## src/design/backendPkg.sv

```systemverilog
package backendPkg;

typedef logic [31:0] word_t;
typedef logic [4:0] regIdx_t;
typedef logic [5:0] sqN_t; // wraps, age is the signed difference.
typedef logic [3:0] aluOp_t;

localparam aluOp_t opAdd = 4'd0;
localparam aluOp_t opSub = 4'd1;
localparam aluOp_t opAnd = 4'd2;
localparam aluOp_t opOr = 4'd3;
localparam aluOp_t opXor = 4'd4;
localparam aluOp_t opSll = 4'd5;
localparam aluOp_t opSrl = 4'd6;
localparam aluOp_t opSra = 4'd7;
localparam aluOp_t opSlt = 4'd8;
localparam aluOp_t opSltu = 4'd9;
localparam aluOp_t opDivu = 4'd10;
localparam aluOp_t opRemu = 4'd11;

function automatic logic isDivOp(aluOp_t op);
    return (op == opDivu) || (op == opRemu);
endfunction

typedef struct packed {
    logic valid;
    aluOp_t op;
    regIdx_t rd;
    regIdx_t rs1;
    regIdx_t rs2;
    word_t imm;
    logic useImm; // imm takes the place of rs2.
} instr_t;

// one source operand, either a value or a wait on the producer's tag.
typedef struct packed {
    logic ready;
    sqN_t tag;
    word_t value;
} srcOp_t;

typedef struct packed {
    logic valid;
    sqN_t sqN;
    aluOp_t op;
    srcOp_t src1;
    srcOp_t src2;
} iqEntry_t;

typedef struct packed {
    logic valid;
    sqN_t sqN;
    aluOp_t op;
    word_t srcA;
    word_t srcB;
} issued_t;

typedef struct packed {
    logic valid;
    sqN_t sqN;
    word_t result;
} wbResult_t;

typedef struct packed {
    logic valid;
    sqN_t sqN;
    regIdx_t rd;
    word_t value;
} commit_t;

endpackage
```

## src/design/backendCore.sv

```systemverilog
`timescale 1ns/1ps

module backendCore
#(
    parameter int robDepth = 8,
    parameter int iqDepth = 4
)
(
    input wire clk,
    input wire rstN,

    input backendPkg::instr_t instr,
    output logic stall,
    output backendPkg::commit_t commit
);

import backendPkg::*;

logic iqFull;
sqN_t headSqN;
wbResult_t wb;

sqN_t lookupTag1;
sqN_t lookupTag2;
logic lookupDone1;
logic lookupDone2;
word_t lookupValue1;
word_t lookupValue2;

regIdx_t rfAddr1;
regIdx_t rfAddr2;
word_t rfData1;
word_t rfData2;

iqEntry_t dispIq;
commit_t robAlloc;
issued_t issued;
logic divBusy;

logic rfWe;
regIdx_t rfWaddr;
word_t rfWdata;

dispatch #(.robDepth(robDepth)) disp
(
    .clk(clk),
    .rstN(rstN),

    .instr(instr),
    .stall(stall),
    .iqFull(iqFull),
    .headSqN(headSqN),
    .wb(wb),
    .commit(commit),

    .robLookupTag1(lookupTag1),
    .robLookupTag2(lookupTag2),
    .robLookupDone1(lookupDone1),
    .robLookupDone2(lookupDone2),
    .robLookupValue1(lookupValue1),
    .robLookupValue2(lookupValue2),

    .rfAddr1(rfAddr1),
    .rfAddr2(rfAddr2),
    .rfData1(rfData1),
    .rfData2(rfData2),

    .iqOut(dispIq),
    .robAlloc(robAlloc)
);

issueQueue #(.iqDepth(iqDepth)) iq
(
    .clk(clk),
    .rstN(rstN),

    .in(dispIq),
    .full(iqFull),

    .wb(wb),
    .divBusy(divBusy),

    .out(issued)
);

execPort exec
(
    .clk(clk),
    .rstN(rstN),

    .in(issued),
    .divBusy(divBusy),
    .wb(wb)
);

reorderBuffer #(.robDepth(robDepth)) rob
(
    .clk(clk),
    .rstN(rstN),

    .alloc(robAlloc),
    .wb(wb),

    .lookupTag1(lookupTag1),
    .lookupTag2(lookupTag2),
    .lookupDone1(lookupDone1),
    .lookupDone2(lookupDone2),
    .lookupValue1(lookupValue1),
    .lookupValue2(lookupValue2),

    .headSqN(headSqN),
    .commit(commit),

    .rfWe(rfWe),
    .rfAddr(rfWaddr),
    .rfData(rfWdata)
);

archRegFile rf
(
    .clk(clk),
    .rstN(rstN),

    .raddr1(rfAddr1),
    .raddr2(rfAddr2),
    .rdata1(rfData1),
    .rdata2(rfData2),

    .we(rfWe),
    .waddr(rfWaddr),
    .wdata(rfWdata)
);

endmodule

```

## src/design/reorderBuffer.sv

```systemverilog
`timescale 1ns/1ps

module reorderBuffer
#(
    parameter int robDepth = 8
)
(
    input wire clk,
    input wire rstN,

    input backendPkg::commit_t alloc,
    input backendPkg::wbResult_t wb,

    input backendPkg::sqN_t lookupTag1,
    input backendPkg::sqN_t lookupTag2,
    output logic lookupDone1,
    output logic lookupDone2,
    output backendPkg::word_t lookupValue1,
    output backendPkg::word_t lookupValue2,

    output backendPkg::sqN_t headSqN,
    output backendPkg::commit_t commit,

    output logic rfWe,
    output backendPkg::regIdx_t rfAddr,
    output backendPkg::word_t rfData
);

import backendPkg::*;

localparam int idxW = $clog2(robDepth);
typedef logic [idxW-1:0] robIdx_t;

logic [robDepth-1:0] done;
sqN_t entrySqN[robDepth];
regIdx_t entryRd[robDepth];
word_t entryValue[robDepth];

robIdx_t headIdx;
logic headReady;

function automatic robIdx_t slotOf(sqN_t s);
    return s[idxW-1:0];
endfunction

// the full sequence number is matched, so a stale slot never reads as done.
assign headIdx = slotOf(headSqN);
assign headReady = done[headIdx] && (entrySqN[headIdx] == headSqN);

assign lookupDone1 = done[slotOf(lookupTag1)] && (entrySqN[slotOf(lookupTag1)] == lookupTag1);
assign lookupDone2 = done[slotOf(lookupTag2)] && (entrySqN[slotOf(lookupTag2)] == lookupTag2);
assign lookupValue1 = entryValue[slotOf(lookupTag1)];
assign lookupValue2 = entryValue[slotOf(lookupTag2)];

always_ff @(posedge clk) begin
    if (!rstN) begin
        done <= '0;
        headSqN <= '0;
    end else begin
        if (alloc.valid)
            done[slotOf(alloc.sqN)] <= 1'b0;
        if (wb.valid)
            done[slotOf(wb.sqN)] <= 1'b1;
        if (headReady)
            headSqN <= headSqN + 1'b1;
    end
end

always_ff @(posedge clk) begin
    if (alloc.valid) begin
        entrySqN[slotOf(alloc.sqN)] <= alloc.sqN;
        entryRd[slotOf(alloc.sqN)] <= alloc.rd;
    end
    if (wb.valid)
        entryValue[slotOf(wb.sqN)] <= wb.result;
end

always_ff @(posedge clk) begin
    commit <= '{valid: headReady, sqN: headSqN, rd: entryRd[headIdx],
                value: entryValue[headIdx]};
    if (!rstN)
        commit.valid <= 1'b0;
end

assign rfWe = commit.valid && (commit.rd != '0); // x0 commits are only reported.
assign rfAddr = commit.rd;
assign rfData = commit.value;

endmodule

```

## src/design/execPort.sv

```systemverilog
`timescale 1ns/1ps

module execPort
(
    input wire clk,
    input wire rstN,

    input backendPkg::issued_t in,
    output logic divBusy,
    output backendPkg::wbResult_t wb
);

import backendPkg::*;

wbResult_t aluWb;
wbResult_t divWb;
logic startDiv;

function automatic word_t aluCalc(aluOp_t op, word_t a, word_t b);
    case (op)
        opAdd: return a + b;
        opSub: return a - b;
        opAnd: return a & b;
        opOr: return a | b;
        opXor: return a ^ b;
        opSll: return a << b[4:0];
        opSrl: return a >> b[4:0];
        opSra: return $signed(a) >>> b[4:0];
        opSlt: return {31'b0, $signed(a) < $signed(b)};
        opSltu: return {31'b0, a < b};
        default: return '0;
    endcase
endfunction

assign startDiv = in.valid && isDivOp(in.op);

always_ff @(posedge clk) begin
    aluWb <= '{valid: in.valid && !isDivOp(in.op), sqN: in.sqN,
               result: aluCalc(in.op, in.srcA, in.srcB)};
    if (!rstN)
        aluWb.valid <= 1'b0;
end

divider div
(
    .clk(clk),
    .rstN(rstN),

    .start(startDiv),
    .op(in.op),
    .sqN(in.sqN),
    .dividend(in.srcA),
    .divisor(in.srcB),

    .portFree(!aluWb.valid),
    .busy(divBusy),
    .result(divWb)
);

// the ALU owns the port, a finished divide waits for a free cycle.
assign wb = aluWb.valid ? aluWb : divWb;

endmodule

```

## src/design/divider.sv

```systemverilog
`timescale 1ns/1ps

module divider
(
    input wire clk,
    input wire rstN,

    input wire start,
    input backendPkg::aluOp_t op,
    input backendPkg::sqN_t sqN,
    input backendPkg::word_t dividend,
    input backendPkg::word_t divisor,

    input wire portFree,
    output logic busy,
    output backendPkg::wbResult_t result
);

import backendPkg::*;

logic running;
logic done;
logic [4:0] iter;

word_t quo;
word_t rem;
word_t savedDivisor;
aluOp_t savedOp;
sqN_t savedSqN;

logic [32:0] shifted;
logic [32:0] diff;

assign shifted = {rem, quo[31]};
assign diff = shifted - {1'b0, savedDivisor};

always_ff @(posedge clk) begin
    if (!rstN) begin
        running <= 1'b0;
        done <= 1'b0;
        iter <= '0;
    end else if (start) begin
        running <= 1'b1;
        iter <= '0;
    end else if (running) begin
        iter <= iter + 1'b1;
        if (iter == 5'd31) begin
            running <= 1'b0;
            done <= 1'b1;
        end
    end else if (done && portFree) begin
        done <= 1'b0; // taken by the writeback port.
    end
end

// one restoring step per cycle.
always_ff @(posedge clk) begin
    if (start) begin
        quo <= dividend;
        rem <= '0;
        savedDivisor <= divisor;
        savedOp <= op;
        savedSqN <= sqN;
    end else if (running) begin
        if (!diff[32]) begin
            rem <= diff[31:0];
            quo <= {quo[30:0], 1'b1};
        end else begin
            rem <= shifted[31:0];
            quo <= {quo[30:0], 1'b0};
        end
    end
end

assign busy = start || running || done;
// a divide by zero already leaves all ones in quo and the dividend in rem.
assign result = '{valid: done, sqN: savedSqN,
                  result: (savedOp == opRemu) ? rem : quo};

endmodule

```

## src/design/issueQueue.sv

```systemverilog
`timescale 1ns/1ps

module issueQueue
#(
    parameter int iqDepth = 4
)
(
    input wire clk,
    input wire rstN,

    input backendPkg::iqEntry_t in,
    output logic full,

    input backendPkg::wbResult_t wb,
    input wire divBusy,

    output backendPkg::issued_t out
);

import backendPkg::*;

typedef logic [$clog2(iqDepth)-1:0] slot_t;
typedef logic [$clog2(iqDepth+1)-1:0] count_t;

iqEntry_t entries[iqDepth];
iqEntry_t nextEntries[iqDepth];

logic pickValid;
slot_t pickIdx;
logic freeValid;
slot_t freeIdx;
count_t occupied;

function automatic srcOp_t capture(srcOp_t s, wbResult_t w);
    if (!s.ready && w.valid && w.sqN == s.tag) begin
        s.ready = 1'b1;
        s.value = w.result;
    end
    return s;
endfunction

function automatic logic canIssue(iqEntry_t e, logic blockDiv);
    return e.valid && e.src1.ready && e.src2.ready && !(blockDiv && isDivOp(e.op));
endfunction

// oldest ready entry, and the first empty slot.
always_comb begin
    pickValid = 1'b0;
    pickIdx = '0;
    freeValid = 1'b0;
    freeIdx = '0;
    occupied = '0;
    for (int i = 0; i < iqDepth; i++) begin
        if (canIssue(entries[i], divBusy) &&
            (!pickValid || $signed(entries[i].sqN - entries[pickIdx].sqN) < 0)) begin
            pickValid = 1'b1;
            pickIdx = slot_t'(i);
        end
        if (entries[i].valid)
            occupied = occupied + 1'b1;
        else if (!freeValid) begin
            freeValid = 1'b1;
            freeIdx = slot_t'(i);
        end
    end
end

// leaves room for the entry dispatch may register this cycle.
assign full = (occupied + in.valid) >= iqDepth;

always_comb begin
    for (int i = 0; i < iqDepth; i++) begin
        nextEntries[i] = entries[i];
        nextEntries[i].src1 = capture(entries[i].src1, wb);
        nextEntries[i].src2 = capture(entries[i].src2, wb);
    end
    if (pickValid)
        nextEntries[pickIdx].valid = 1'b0;
    if (in.valid && freeValid) begin
        nextEntries[freeIdx] = in;
        nextEntries[freeIdx].src1 = capture(in.src1, wb); // arrives while in flight.
        nextEntries[freeIdx].src2 = capture(in.src2, wb);
    end
end

always_ff @(posedge clk) begin
    entries <= nextEntries;
    out <= '{valid: pickValid, sqN: entries[pickIdx].sqN, op: entries[pickIdx].op,
             srcA: entries[pickIdx].src1.value, srcB: entries[pickIdx].src2.value};
    if (!rstN) begin
        for (int i = 0; i < iqDepth; i++)
            entries[i].valid <= 1'b0;
        out.valid <= 1'b0;
    end
end

endmodule

```

## src/design/dispatch.sv

```systemverilog
`timescale 1ns/1ps

module dispatch
#(
    parameter int robDepth = 8
)
(
    input wire clk,
    input wire rstN,

    input backendPkg::instr_t instr,
    output logic stall,
    input wire iqFull,
    input backendPkg::sqN_t headSqN,
    input backendPkg::wbResult_t wb,
    input backendPkg::commit_t commit,

    output backendPkg::sqN_t robLookupTag1,
    output backendPkg::sqN_t robLookupTag2,
    input wire robLookupDone1,
    input wire robLookupDone2,
    input backendPkg::word_t robLookupValue1,
    input backendPkg::word_t robLookupValue2,

    output backendPkg::regIdx_t rfAddr1,
    output backendPkg::regIdx_t rfAddr2,
    input backendPkg::word_t rfData1,
    input backendPkg::word_t rfData2,

    output backendPkg::iqEntry_t iqOut,
    output backendPkg::commit_t robAlloc
);

import backendPkg::*;

sqN_t nextSqN;
logic [31:0] pending; // producer table, x0 is never pending.
sqN_t prodSqN[32];

sqN_t inFlight;
logic accept;
srcOp_t src1;
srcOp_t src2;

// file value, finished ROB entry, same-cycle writeback, else wait on the tag.
function automatic srcOp_t resolve(logic isPending, sqN_t tag, word_t rfVal,
                                   logic robDone, word_t robVal, wbResult_t w);
    srcOp_t s;
    s.tag = tag;
    s.ready = 1'b1;
    if (!isPending)
        s.value = rfVal;
    else if (robDone)
        s.value = robVal;
    else if (w.valid && w.sqN == tag)
        s.value = w.result;
    else begin
        s.ready = 1'b0;
        s.value = '0;
    end
    return s;
endfunction

assign inFlight = nextSqN - headSqN; // includes the entry still in iqOut.
assign stall = (inFlight >= robDepth) || iqFull;
assign accept = instr.valid && !stall;

assign rfAddr1 = instr.rs1;
assign rfAddr2 = instr.rs2;
assign robLookupTag1 = prodSqN[instr.rs1];
assign robLookupTag2 = prodSqN[instr.rs2];

always_comb begin
    src1 = resolve(pending[instr.rs1], robLookupTag1, rfData1, robLookupDone1,
                   robLookupValue1, wb);
    src2 = resolve(pending[instr.rs2], robLookupTag2, rfData2, robLookupDone2,
                   robLookupValue2, wb);
    if (instr.useImm)
        src2 = '{ready: 1'b1, tag: '0, value: instr.imm};
end

always_ff @(posedge clk) begin
    if (!rstN) begin
        nextSqN <= '0;
        pending <= '0;
    end else begin
        // a newer producer of the same register keeps it pending.
        if (commit.valid && prodSqN[commit.rd] == commit.sqN)
            pending[commit.rd] <= 1'b0;
        if (accept) begin
            nextSqN <= nextSqN + 1'b1;
            if (instr.rd != '0)
                pending[instr.rd] <= 1'b1;
        end
    end
end

always_ff @(posedge clk) begin
    if (accept)
        prodSqN[instr.rd] <= nextSqN;
end

always_ff @(posedge clk) begin
    iqOut <= '{valid: accept, sqN: nextSqN, op: instr.op, src1: src1, src2: src2};
    robAlloc <= '{valid: accept, sqN: nextSqN, rd: instr.rd, value: '0};
    if (!rstN) begin
        iqOut.valid <= 1'b0;
        robAlloc.valid <= 1'b0;
    end
end

endmodule

```

## src/design/archRegFile.sv

```systemverilog
`timescale 1ns/1ps

module archRegFile
(
    input wire clk,
    input wire rstN,

    input backendPkg::regIdx_t raddr1,
    input backendPkg::regIdx_t raddr2,
    output backendPkg::word_t rdata1,
    output backendPkg::word_t rdata2,

    input wire we,
    input backendPkg::regIdx_t waddr,
    input backendPkg::word_t wdata
);

import backendPkg::*;

word_t regs[31:1]; // x0 has no storage.

always_ff @(posedge clk) begin
    if (!rstN) begin
        for (int i = 1; i < 32; i++)
            regs[i] <= '0;
    end else if (we && waddr != '0) begin
        regs[waddr] <= wdata;
    end
end

assign rdata1 = (raddr1 == '0) ? '0 : regs[raddr1];
assign rdata2 = (raddr2 == '0) ? '0 : regs[raddr2];

endmodule

```

## config.mk

```make
export PLATFORM = sky130hd
export DESIGN_NAME = backendCore
export DESIGN_NICKNAME = d
export VERILOG_FILES = /design/src/design/backendPkg.sv /design/src/design/backendCore.sv /design/src/design/reorderBuffer.sv /design/src/design/execPort.sv /design/src/design/divider.sv /design/src/design/issueQueue.sv /design/src/design/dispatch.sv /design/src/design/archRegFile.sv
export SDC_FILE = /design/constraint.sdc
export NUM_CORES = 2
export LEC_CHECK = 0
export BUFFER_PORTS_ARGS = -buffer_cell sky130_fd_sc_hd__buf_4
export CORE_MARGIN = 2
export CORE_UTILIZATION = 50
export CTS_BUF_LIST = sky130_fd_sc_hd__clkbuf_4
export DETAILED_ROUTE_END_ITERATION = 10
export PLACE_DENSITY = 0.77
export SKIP_CTS_REPAIR_TIMING = 1
export SYNTH_ARGS = -nofsm -noshare
export SYNTH_HDL_FRONTEND = slang
export SYNTH_SLANG_ARGS = --single-unit
```

## constraint.sdc

```tcl
create_clock -name clk -period 9.9 [get_ports clk]
set_input_delay 0.495 -clock clk [delete_from_list [all_inputs] [get_ports clk]]
set_output_delay 0.495 -clock clk [all_outputs]
set_load 0.05 [all_outputs]
```

=== After elaboration in Yosys (flattened, before gate mapping) ===
Memory sizes are Yosys's and may differ from the RTL's. A register that Yosys moved wholly into a read port is not among the register bits.
Cells that the tools add are included.

* Output and inout bits: 45
* Input port bits: 55
* Memories kept: 5
* Memory bits (writable): 1528
* Flip-flop bits (word level): 736
* Word-level logic and storage cells: 404

{| class="wikitable"
|+ Memories
! name !! words !! bits a word !! rd ports !! clocked after memory_dff !! wr ports !! line !! text
|-
| rf.regs || 31 || 32 || 2 || 0 || 31 || archRegFile.sv:20 || <nowiki>word_t regs[31:1];</nowiki>
|-
| rob.entryValue || 8 || 32 || 3 || 1 || 1 || reorderBuffer.sv:37 || <nowiki>word_t entryValue[robDepth];</nowiki>
|-
| disp.prodSqN || 32 || 6 || 3 || 0 || 1 || dispatch.sv:38 || <nowiki>sqN_t prodSqN[32];</nowiki>
|-
| rob.entrySqN || 8 || 6 || 3 || 1 || 1 || reorderBuffer.sv:35 || <nowiki>sqN_t entrySqN[robDepth];</nowiki>
|-
| rob.entryRd || 8 || 5 || 1 || 1 || 1 || reorderBuffer.sv:36 || <nowiki>regIdx_t entryRd[robDepth];</nowiki>
|}

* Bitwise gates (word level): 17
* Add/subtract/negate cells: 14
* $lt $le $gt $ge: 26
* Equal/unequal tests: 38
* Muxes and demuxes: 132
* Reductions and logical operators: 101
* Shift operators: 3

{| class="wikitable"
|+ Operators with widths
! kind !! number
|-
| 356-bit bitwise mux || 4
|-
| 32-bit 2-to-1 mux || 30
|-
| 89-bit demux with 2-bit select || 4
|-
| 356-bit 2-to-1 mux || 2
|-
| 89-bit binary-select mux with 2-bit select || 3
|-
| 88-bit 2-to-1 mux || 6
|-
| 32-bit case mux with 10 select lines || 1
|-
| 89-bit 2-to-1 mux || 2
|-
| 6-bit equality test || 16
|-
| 39-bit 2-to-1 mux || 2
|-
| 78-bit 2-to-1 mux || 1
|-
| 32-bit AND || 2
|-
| 32-bit less-than comparator || 2
|-
| 32-bit bitwise OR || 2
|-
| 1-bit logical AND || 58
|-
| 4-bit equality test, second input constant || 13
|-
| 1-bit 2-to-1 mux || 52
|-
| 33-bit by 32-bit subtractor with 33-bit output || 1
|-
| 32-bit adder || 1
|-
| 32-bit by 3-bit greater-or-equal comparator with 1-bit output, second input constant || 1
|-
| 32-bit NOT || 1
|-
| 32-bit OR reduction || 1
|-
| 32-bit by 5-bit left shift with 32-bit output || 1
|-
| 32-bit by 5-bit >> shifter with 32-bit output || 1
|-
| other kinds (44) || 124
|}

=== Depth between registers and ports, before layout ===
* Depth after elaboration: 42
* Mapped depth: 31
* Depth with buffers taken out: 26

=== By module ===
Synthesis repeated with hierarchy kept, for this count alone.

* Cells, all modules: 10004
* Area total of the unflattened synthesis: 125977.1 um^2

{| class="wikitable"
|+ By module, submodules not included
! module !! cells an instance !! seq. area each (um^2) !! times used !! area an instance (um^2)
|-
| archRegFile || 3505 || 30749.5 || 1 || 54208.2
|-
| reorderBuffer || 1004 || 11551.1 || 1 || 19474.9
|-
| issueQueue || 2045 || 9509.1 || 1 || 18402.6
|-
| dispatch || 1482 || 8408.1 || 1 || 17609.4
|-
| execPort || 1362 || 780.7 || 1 || 9756.9
|-
| divider || 606 || 3002.9 || 1 || 6525.0
|}

=== Least setup slack after synthesis ===
Ideal clock, no wire load.

* Path type: register to register
* Start: register iq.entries[262] (netlist name)
* End: register iq.out[64] (netlist name)
* Setup time: 0.122 ns
* Period minus slack after synthesis: 6.868 ns
* Cell stages (with the launch flop): 31
* Path slack: 3.032 ns
* Buffers on the path: 6
* Data required time: 9.778 ns
* Arrival time: 6.746 ns
* Cell sequence: edfxtp_1 > ha_1 > a21o_1 > a31oi_1 > o21ai_1 > mux2i_4 > and2_1 > clkbuf_1 > clkbuf_1 > nor2_1 > a21oi_1 > ha_1 > a21o_1 > a21o_1 > a221oi_1 > o2111a_1 > nor3_1 > nor2_1 > clkbuf_1 > buf_2 > mux2i_1 > ha_1 > a21o_1 > a21o_1 > a21oi_1 > nand3_1 > mux2i_4 > and2_1 > buf_4 > buf_4 > a221o_1

* Cells in the longest elaborated chain, start to end: 27
* Elaborated cells on any way between the ends: 31
* Classes of those cells: 3 x add/sub; 3 x order compare; 14 x mux; 3 x bitwise; 8 x reduce/logical

{| class="wikitable"
|+ Ends and longest elaborated chain
! what !! line !! text
|-
| start, declared || issueQueue.sv:25 || <nowiki>iqEntry_t entries[iqDepth];</nowiki>
|-
| start signal, assigned || issueQueue.sv:87 || <nowiki>entries <= nextEntries;</nowiki>
|-
| 6-bit subtractor || issueQueue.sv:55 || <nowiki>(!pickValid || $signed(entries[i].sqN - entries[pickIdx].sqN) < 0)) begin</nowiki>
|-
| 6-bit by 1-bit less-than comparator with 1-bit output || issueQueue.sv:55 ||
|-
| 1-bit logical OR || issueQueue.sv:55 ||
|-
| 1-bit logical AND || issueQueue.sv:54 || <nowiki>if (canIssue(entries[i], divBusy) &&</nowiki>
|-
| 1-bit 2-to-1 mux || issueQueue.sv:54 ||
|-
| 1-bit NOT with 3-bit output (not written as such) || issueQueue.sv:55 ||
|-
| 89-bit binary-select mux with 2-bit select || issueQueue.sv:55 ||
|-
| 88-bit 2-to-1 mux (not written as such) (2 in a row) || issueQueue.sv:55 ||
|-
| [... 9 more ...] || n/a ||
|-
| 6-bit subtractor || issueQueue.sv:55 ||
|-
| 6-bit by 1-bit less-than comparator with 1-bit output || issueQueue.sv:55 ||
|-
| 1-bit logical OR || issueQueue.sv:55 ||
|-
| 1-bit logical AND || issueQueue.sv:54 ||
|-
| 2-bit 2-to-1 mux * || issueQueue.sv:54 ||
|-
| 2-bit NOT with 3-bit output (not written as such) * || issueQueue.sv:88 || <nowiki>out <= '{valid: pickValid, sqN: entries[pickIdx].sqN, op: entries[pickIdx].op,</nowiki>
|-
| 89-bit binary-select mux with 2-bit select * || issueQueue.sv:88 ||
|-
| 88-bit 2-to-1 mux * (2 in a row) || n/a ||
|-
| end signal, assigned || issueQueue.sv:88 ||
|-
| end, declared || issueQueue.sv:17 || <nowiki>output backendPkg::issued_t out</nowiki>
|}

Mark *: on every way between the ends. The rest lies on a longest branch, timed or not. The select of a mux whose other input is x is not followed.
A chain may end at the register's enable or synchronous reset.

=== Worst setup path after layout ===
* Start: register iq.out[65] (netlist name)
* End: register iq.out[28] (netlist name)

* Cells in the longest elaborated chain, start to end: 35
* Elaborated cells on any way between the ends: 49
* Classes of those cells: 2 x add/sub; 2 x order compare; 2 x eq/ne; 15 x mux; 3 x bitwise; 25 x reduce/logical

{| class="wikitable"
|+ Ends and longest elaborated chain
! what !! line !! text
|-
| 4-bit equality test || backendPkg.sv:22 || <nowiki>return (op == opDivu) || (op == opRemu);</nowiki>
|-
| 1-bit logical OR * || backendPkg.sv:22 ||
|-
| 1-bit logical AND * || execPort.sv:35 || <nowiki>assign startDiv = in.valid && isDivOp(in.op);</nowiki>
|-
| 1-bit logical OR * (2 in a row) || divider.sv:75 || <nowiki>assign busy = start || running || done;</nowiki>
|-
| 1-bit logical AND || issueQueue.sv:43 || <nowiki>return e.valid && e.src1.ready && e.src2.ready && !(blockDiv && isDivOp(e.op));</nowiki>
|-
| 1-bit logical NOT || issueQueue.sv:43 ||
|-
| 1-bit logical AND || issueQueue.sv:43 ||
|-
| 1-bit 2-to-1 mux || issueQueue.sv:54 ||
|-
| [... 17 more ...] || n/a ||
|-
| 6-bit subtractor || issueQueue.sv:55 ||
|-
| 6-bit by 1-bit less-than comparator with 1-bit output || issueQueue.sv:55 ||
|-
| 1-bit logical OR || issueQueue.sv:55 ||
|-
| 1-bit logical AND || issueQueue.sv:54 ||
|-
| 2-bit 2-to-1 mux * || issueQueue.sv:54 ||
|-
| 2-bit NOT with 3-bit output (not written as such) * || issueQueue.sv:89 || <nowiki>srcA: entries[pickIdx].src1.value, srcB: entries[pickIdx].src2.value};</nowiki>
|-
| 89-bit binary-select mux with 2-bit select * || issueQueue.sv:89 ||
|-
| 88-bit 2-to-1 mux * (2 in a row) || n/a ||
|}

Marked as above.

==> flow_summary.json <==
{
  "fin_area_um2": 136300,
  "placed_area_um2": 127900,
  "hp-class": "primary input to flip-flop",
  "hp-start": "instr[16]",
  "synth.area.top_cells": "edfxtp_1 42%, mux4_2 17%, dfxtp_1 9.9%",
  "synth.most_common_cell": "edfxtp_1",
  "drive_above_1_share_pct": 24.51,
  "report.power.total_uw": 26890,
  "cp-start-kind": "flip-flop",
  "die_h_um": 501.3,
  "cp-end-kind": "flip-flop",
  "critPathRequiredTime_ns": 11.14,
  "ys.flop_type": "edfxtp_1",
  "port_buffers": 99,
  "ant_nets": 0,
  "violations": "design-rule violations",
  "drt_iter0_markers": 13581,
  "cts_tree": "built",
  "firstDrtPassIters": 10,
  "grt_setup_unrepaired": "false",
  "ys_seq_area_share_pct": 51.77,
  "cts_buffers": 609,
  "post-route-period-util_pct": 77.59,
  "clk_pin_slew_worst_paths_ns": 0.06,
  "cts.sinks": 2336,
  "slew_headroom_pct": 4.249,
  "grt_start_max_net_pins": 139,
  "gr-total-overflow": 0,
  "grt_first_pass_wirelength_mm": 581.2,
  "hold_viol": 0,
  "powerDensity_nw_per_um2": 197.3,
  "wl_mm": 399.5,
  "clock.fmax_ghz": 0.1302,
  "final.setup.tns_ns": 0,
  "tightest_slew_ns": 1.433,
  "dieArea_um2": 251300,
  "antenna_found_initial": 17,
  "fin_cells": 13451,
  "drv_cap": 0,
  "clk_latency_ns": 1.47,
  "synth_top_area_cell": "edfxtp_1",
  "wl_per_cell_um": 29.70,
  "ys_seq_elements": 2336,
  "synth_edf_count": 1722,
  "grtUsageTotal_pct": 31.03,
  "post-route-util_pct": 55.41,
  "drc": 1,
  "p_leak_uw": 0.04988,
  "nNetsFinal": 9999,
  "initial_core_util_pct": 50.27,
  "io_pins": 100,
  "cts_max_level": 6,
  "slew_viol_final": 0,
  "async_flop_share_pct": 0,
  "synth_common_cells": "1722 x edfxtp_1, 1107 x and2_1, 958 x mux4_2",
  "grt_pass1_vias": 90990,
  "crit_type": "flip-flop to flip-flop",
  "die_x_um": 501.3,
  "ir_worst_vdd_v": 0.0002190,
  "place_hpwl_mm": 241.6,
  "startpoint": "iq.out[65]",
  "viasPerCell": 6.763,
  "syn_avg_cell_area_um2": 12.89,
  "synth_cell_types": 89,
  "path_max_fanout": 39,
  "min_period_ns": 7.681,
  "r2r-start": "iq.out[65]",
  "clockBufferDepth": 4,
  "gp_congestion": 0.9834,
  "vias": 90969,
  "setup_viol": 0,
  "clock_skew_ns": 0.1584,
  "syn_inst": 9588,
  "synthDominantCellAreaShare_pct": 41.83,
  "nFillCells": 19478,
  "rows": 182,
  "cp.arrival_ns": 8.92,
  "placed_cells": 12328,
  "outcome": "finished, violations left",
  "ys_warn_count": 0,
  "synth.cell_area_um2": 123600,
  "coreArea_um2": 245900,
  "area_growth_pct": 10.23,
  "root_buffer": "clkbuf_4"
}
worst max-delay path, stage by stage (launching register included):
cell and delay, ns:
dfxtp_1 0.73, nand4b_4 0.61, a211o_1 0.49, and3_1 0.18, mux2i_4 0.23, and2_2 0.29, nor2_1 0.06, a21oi_1 0.23
ha_1 0.31, a21o_1 0.16, a21o_1 0.18, a221oi_1 0.43, o2111a_1 0.30, nor3_2 0.07, nor2_4 0.31, mux2i_1 0.26
ha_1 0.27, a21o_1 0.17, a21o_1 0.17, a21oi_1 0.25, nand3_1 0.21, mux2i_4 0.31, buf_4 0.46, a211oi_4 0.13
buf_4 0.35, a221o_1 0.36
per-stage QoR:
stage	hold slack [ns]	setup slack [ns]
after floorplan	0.3265	3.032
after global placement	0.3296	2.258
after detailed placement	0.3342	2.285
after CTS	-0.9198	2.257
after global routing	0.03255	1.771
final	0.07454	2.219
flip-flops by register name, summed over array words and instances, names as in the netlist, 4 cells and up, named ones only:
name and flops:
disp.iqOut 89, disp.nextSqN 6, disp.pending 32, disp.prodSqN 192, disp.robAlloc 5, exec.aluWb 39, exec.div.iter 5, exec.div.quo 32
exec.div.rem 32, exec.div.savedDivisor 32, exec.div.savedOp 4, exec.div.savedSqN 6, iq.entries 356, iq.out 75, rf.regs 1024, rob.commit 7
rob.done 8, rob.entryRd 40, rob.entrySqN 48, rob.entryValue 256, rob.headSqN 6, rob.rfAddr 5, rob.rfData 32
area by class of cell:
class / instances / area (um2) / share of cell area (%)
antenna: 14 / 35.03 / 0.02571
clock buffer: 908 / 6817 / 5.002
clock inverter: 134 / 882.1 / 0.6473
inverter: 205 / 769.5 / 0.5647
multi-input combinational: 6192 / 56120 / 41.18
sequential: 2336 / 64030 / 46.98
tap: 3220 / 4029 / 2.956
timing repair buffer: 442 / 3602 / 2.643
kinds of logic after synthesis:
group	synth area share, %
other cells	0.003033
flops	51.77
simple gates	11.23
fa+ha+maj	1.623
mux	21.02
buf+inv	3.523
compound gates	9.860
xor+xnor	0.9706
worst paths after layout:
kind,end,slack (ns),cells past startpoint
setup / recovery,iq.out[28],2.22,25
hold / removal,disp.iqOut[15],0.07,4
setup reg to reg,iq.out[28],2.22,25
hold reg to reg,exec.aluWb[36],0.35,0
where the power goes:
group | switching, uW | leakage (uW) | internal (uW)
registers | 771 | 0.0220 | 11300
clock network | 4080 | 0.00461 | 4510
logic | 3760 | 0.0233 | 2500
cells in the final DEF (no fill, tap or decap), types with 19 or more instances in the layout:
cell           Yosys  final
nor3b_1           36     34
dfxtp_1          614    603
o21ai_0          218    188
nor2b_1           90     90
inv_1            200    197
clkinv_1           5     98
nor3_1           104     92
nor2_1           388    353
a221o_1           87     87
and2_1          1107   1105
and3_1            19     19
xor2_1            35     35
a211oi_1         123    123
o311ai_1          23     23
nand4_1           31     31
conb_1             1     32
nand2_1          579    577
buf_4             26    362
mux2_2            50     50
o41a_1            32     32
mux4_2           958    958
a21o_1            42     42
o21a_1            91     91
o22ai_1          278    278
a22oi_1          115    115
mux2i_1          375    365
a221oi_1          21     21
nand2b_1          66     64
nand3_1          112    111
nor2_2             2     34
o21ai_4            0     31
o311ai_0          21     21
dlygate4sd3_1      0     67
o21bai_1          23     23
xnor2_1          102    101
clkbuf_4           0    908
ha_1             154    154
edfxtp_1        1722   1722
o211ai_1          87     87
a21oi_1          551    550
metal layers:
layer | up-vias | GRT usage, % | wire (um)
met5 | - | 0 | 40
li1 | 37481 | - | -
met1 | 44598 | 39.45 | 138300
met2 | 7373 | 48.72 | 184000
met3 | 1511 | 8.498 | 54810
met4 | 6 | 16.06 | 22420
(Power assumes the default switching activity.)
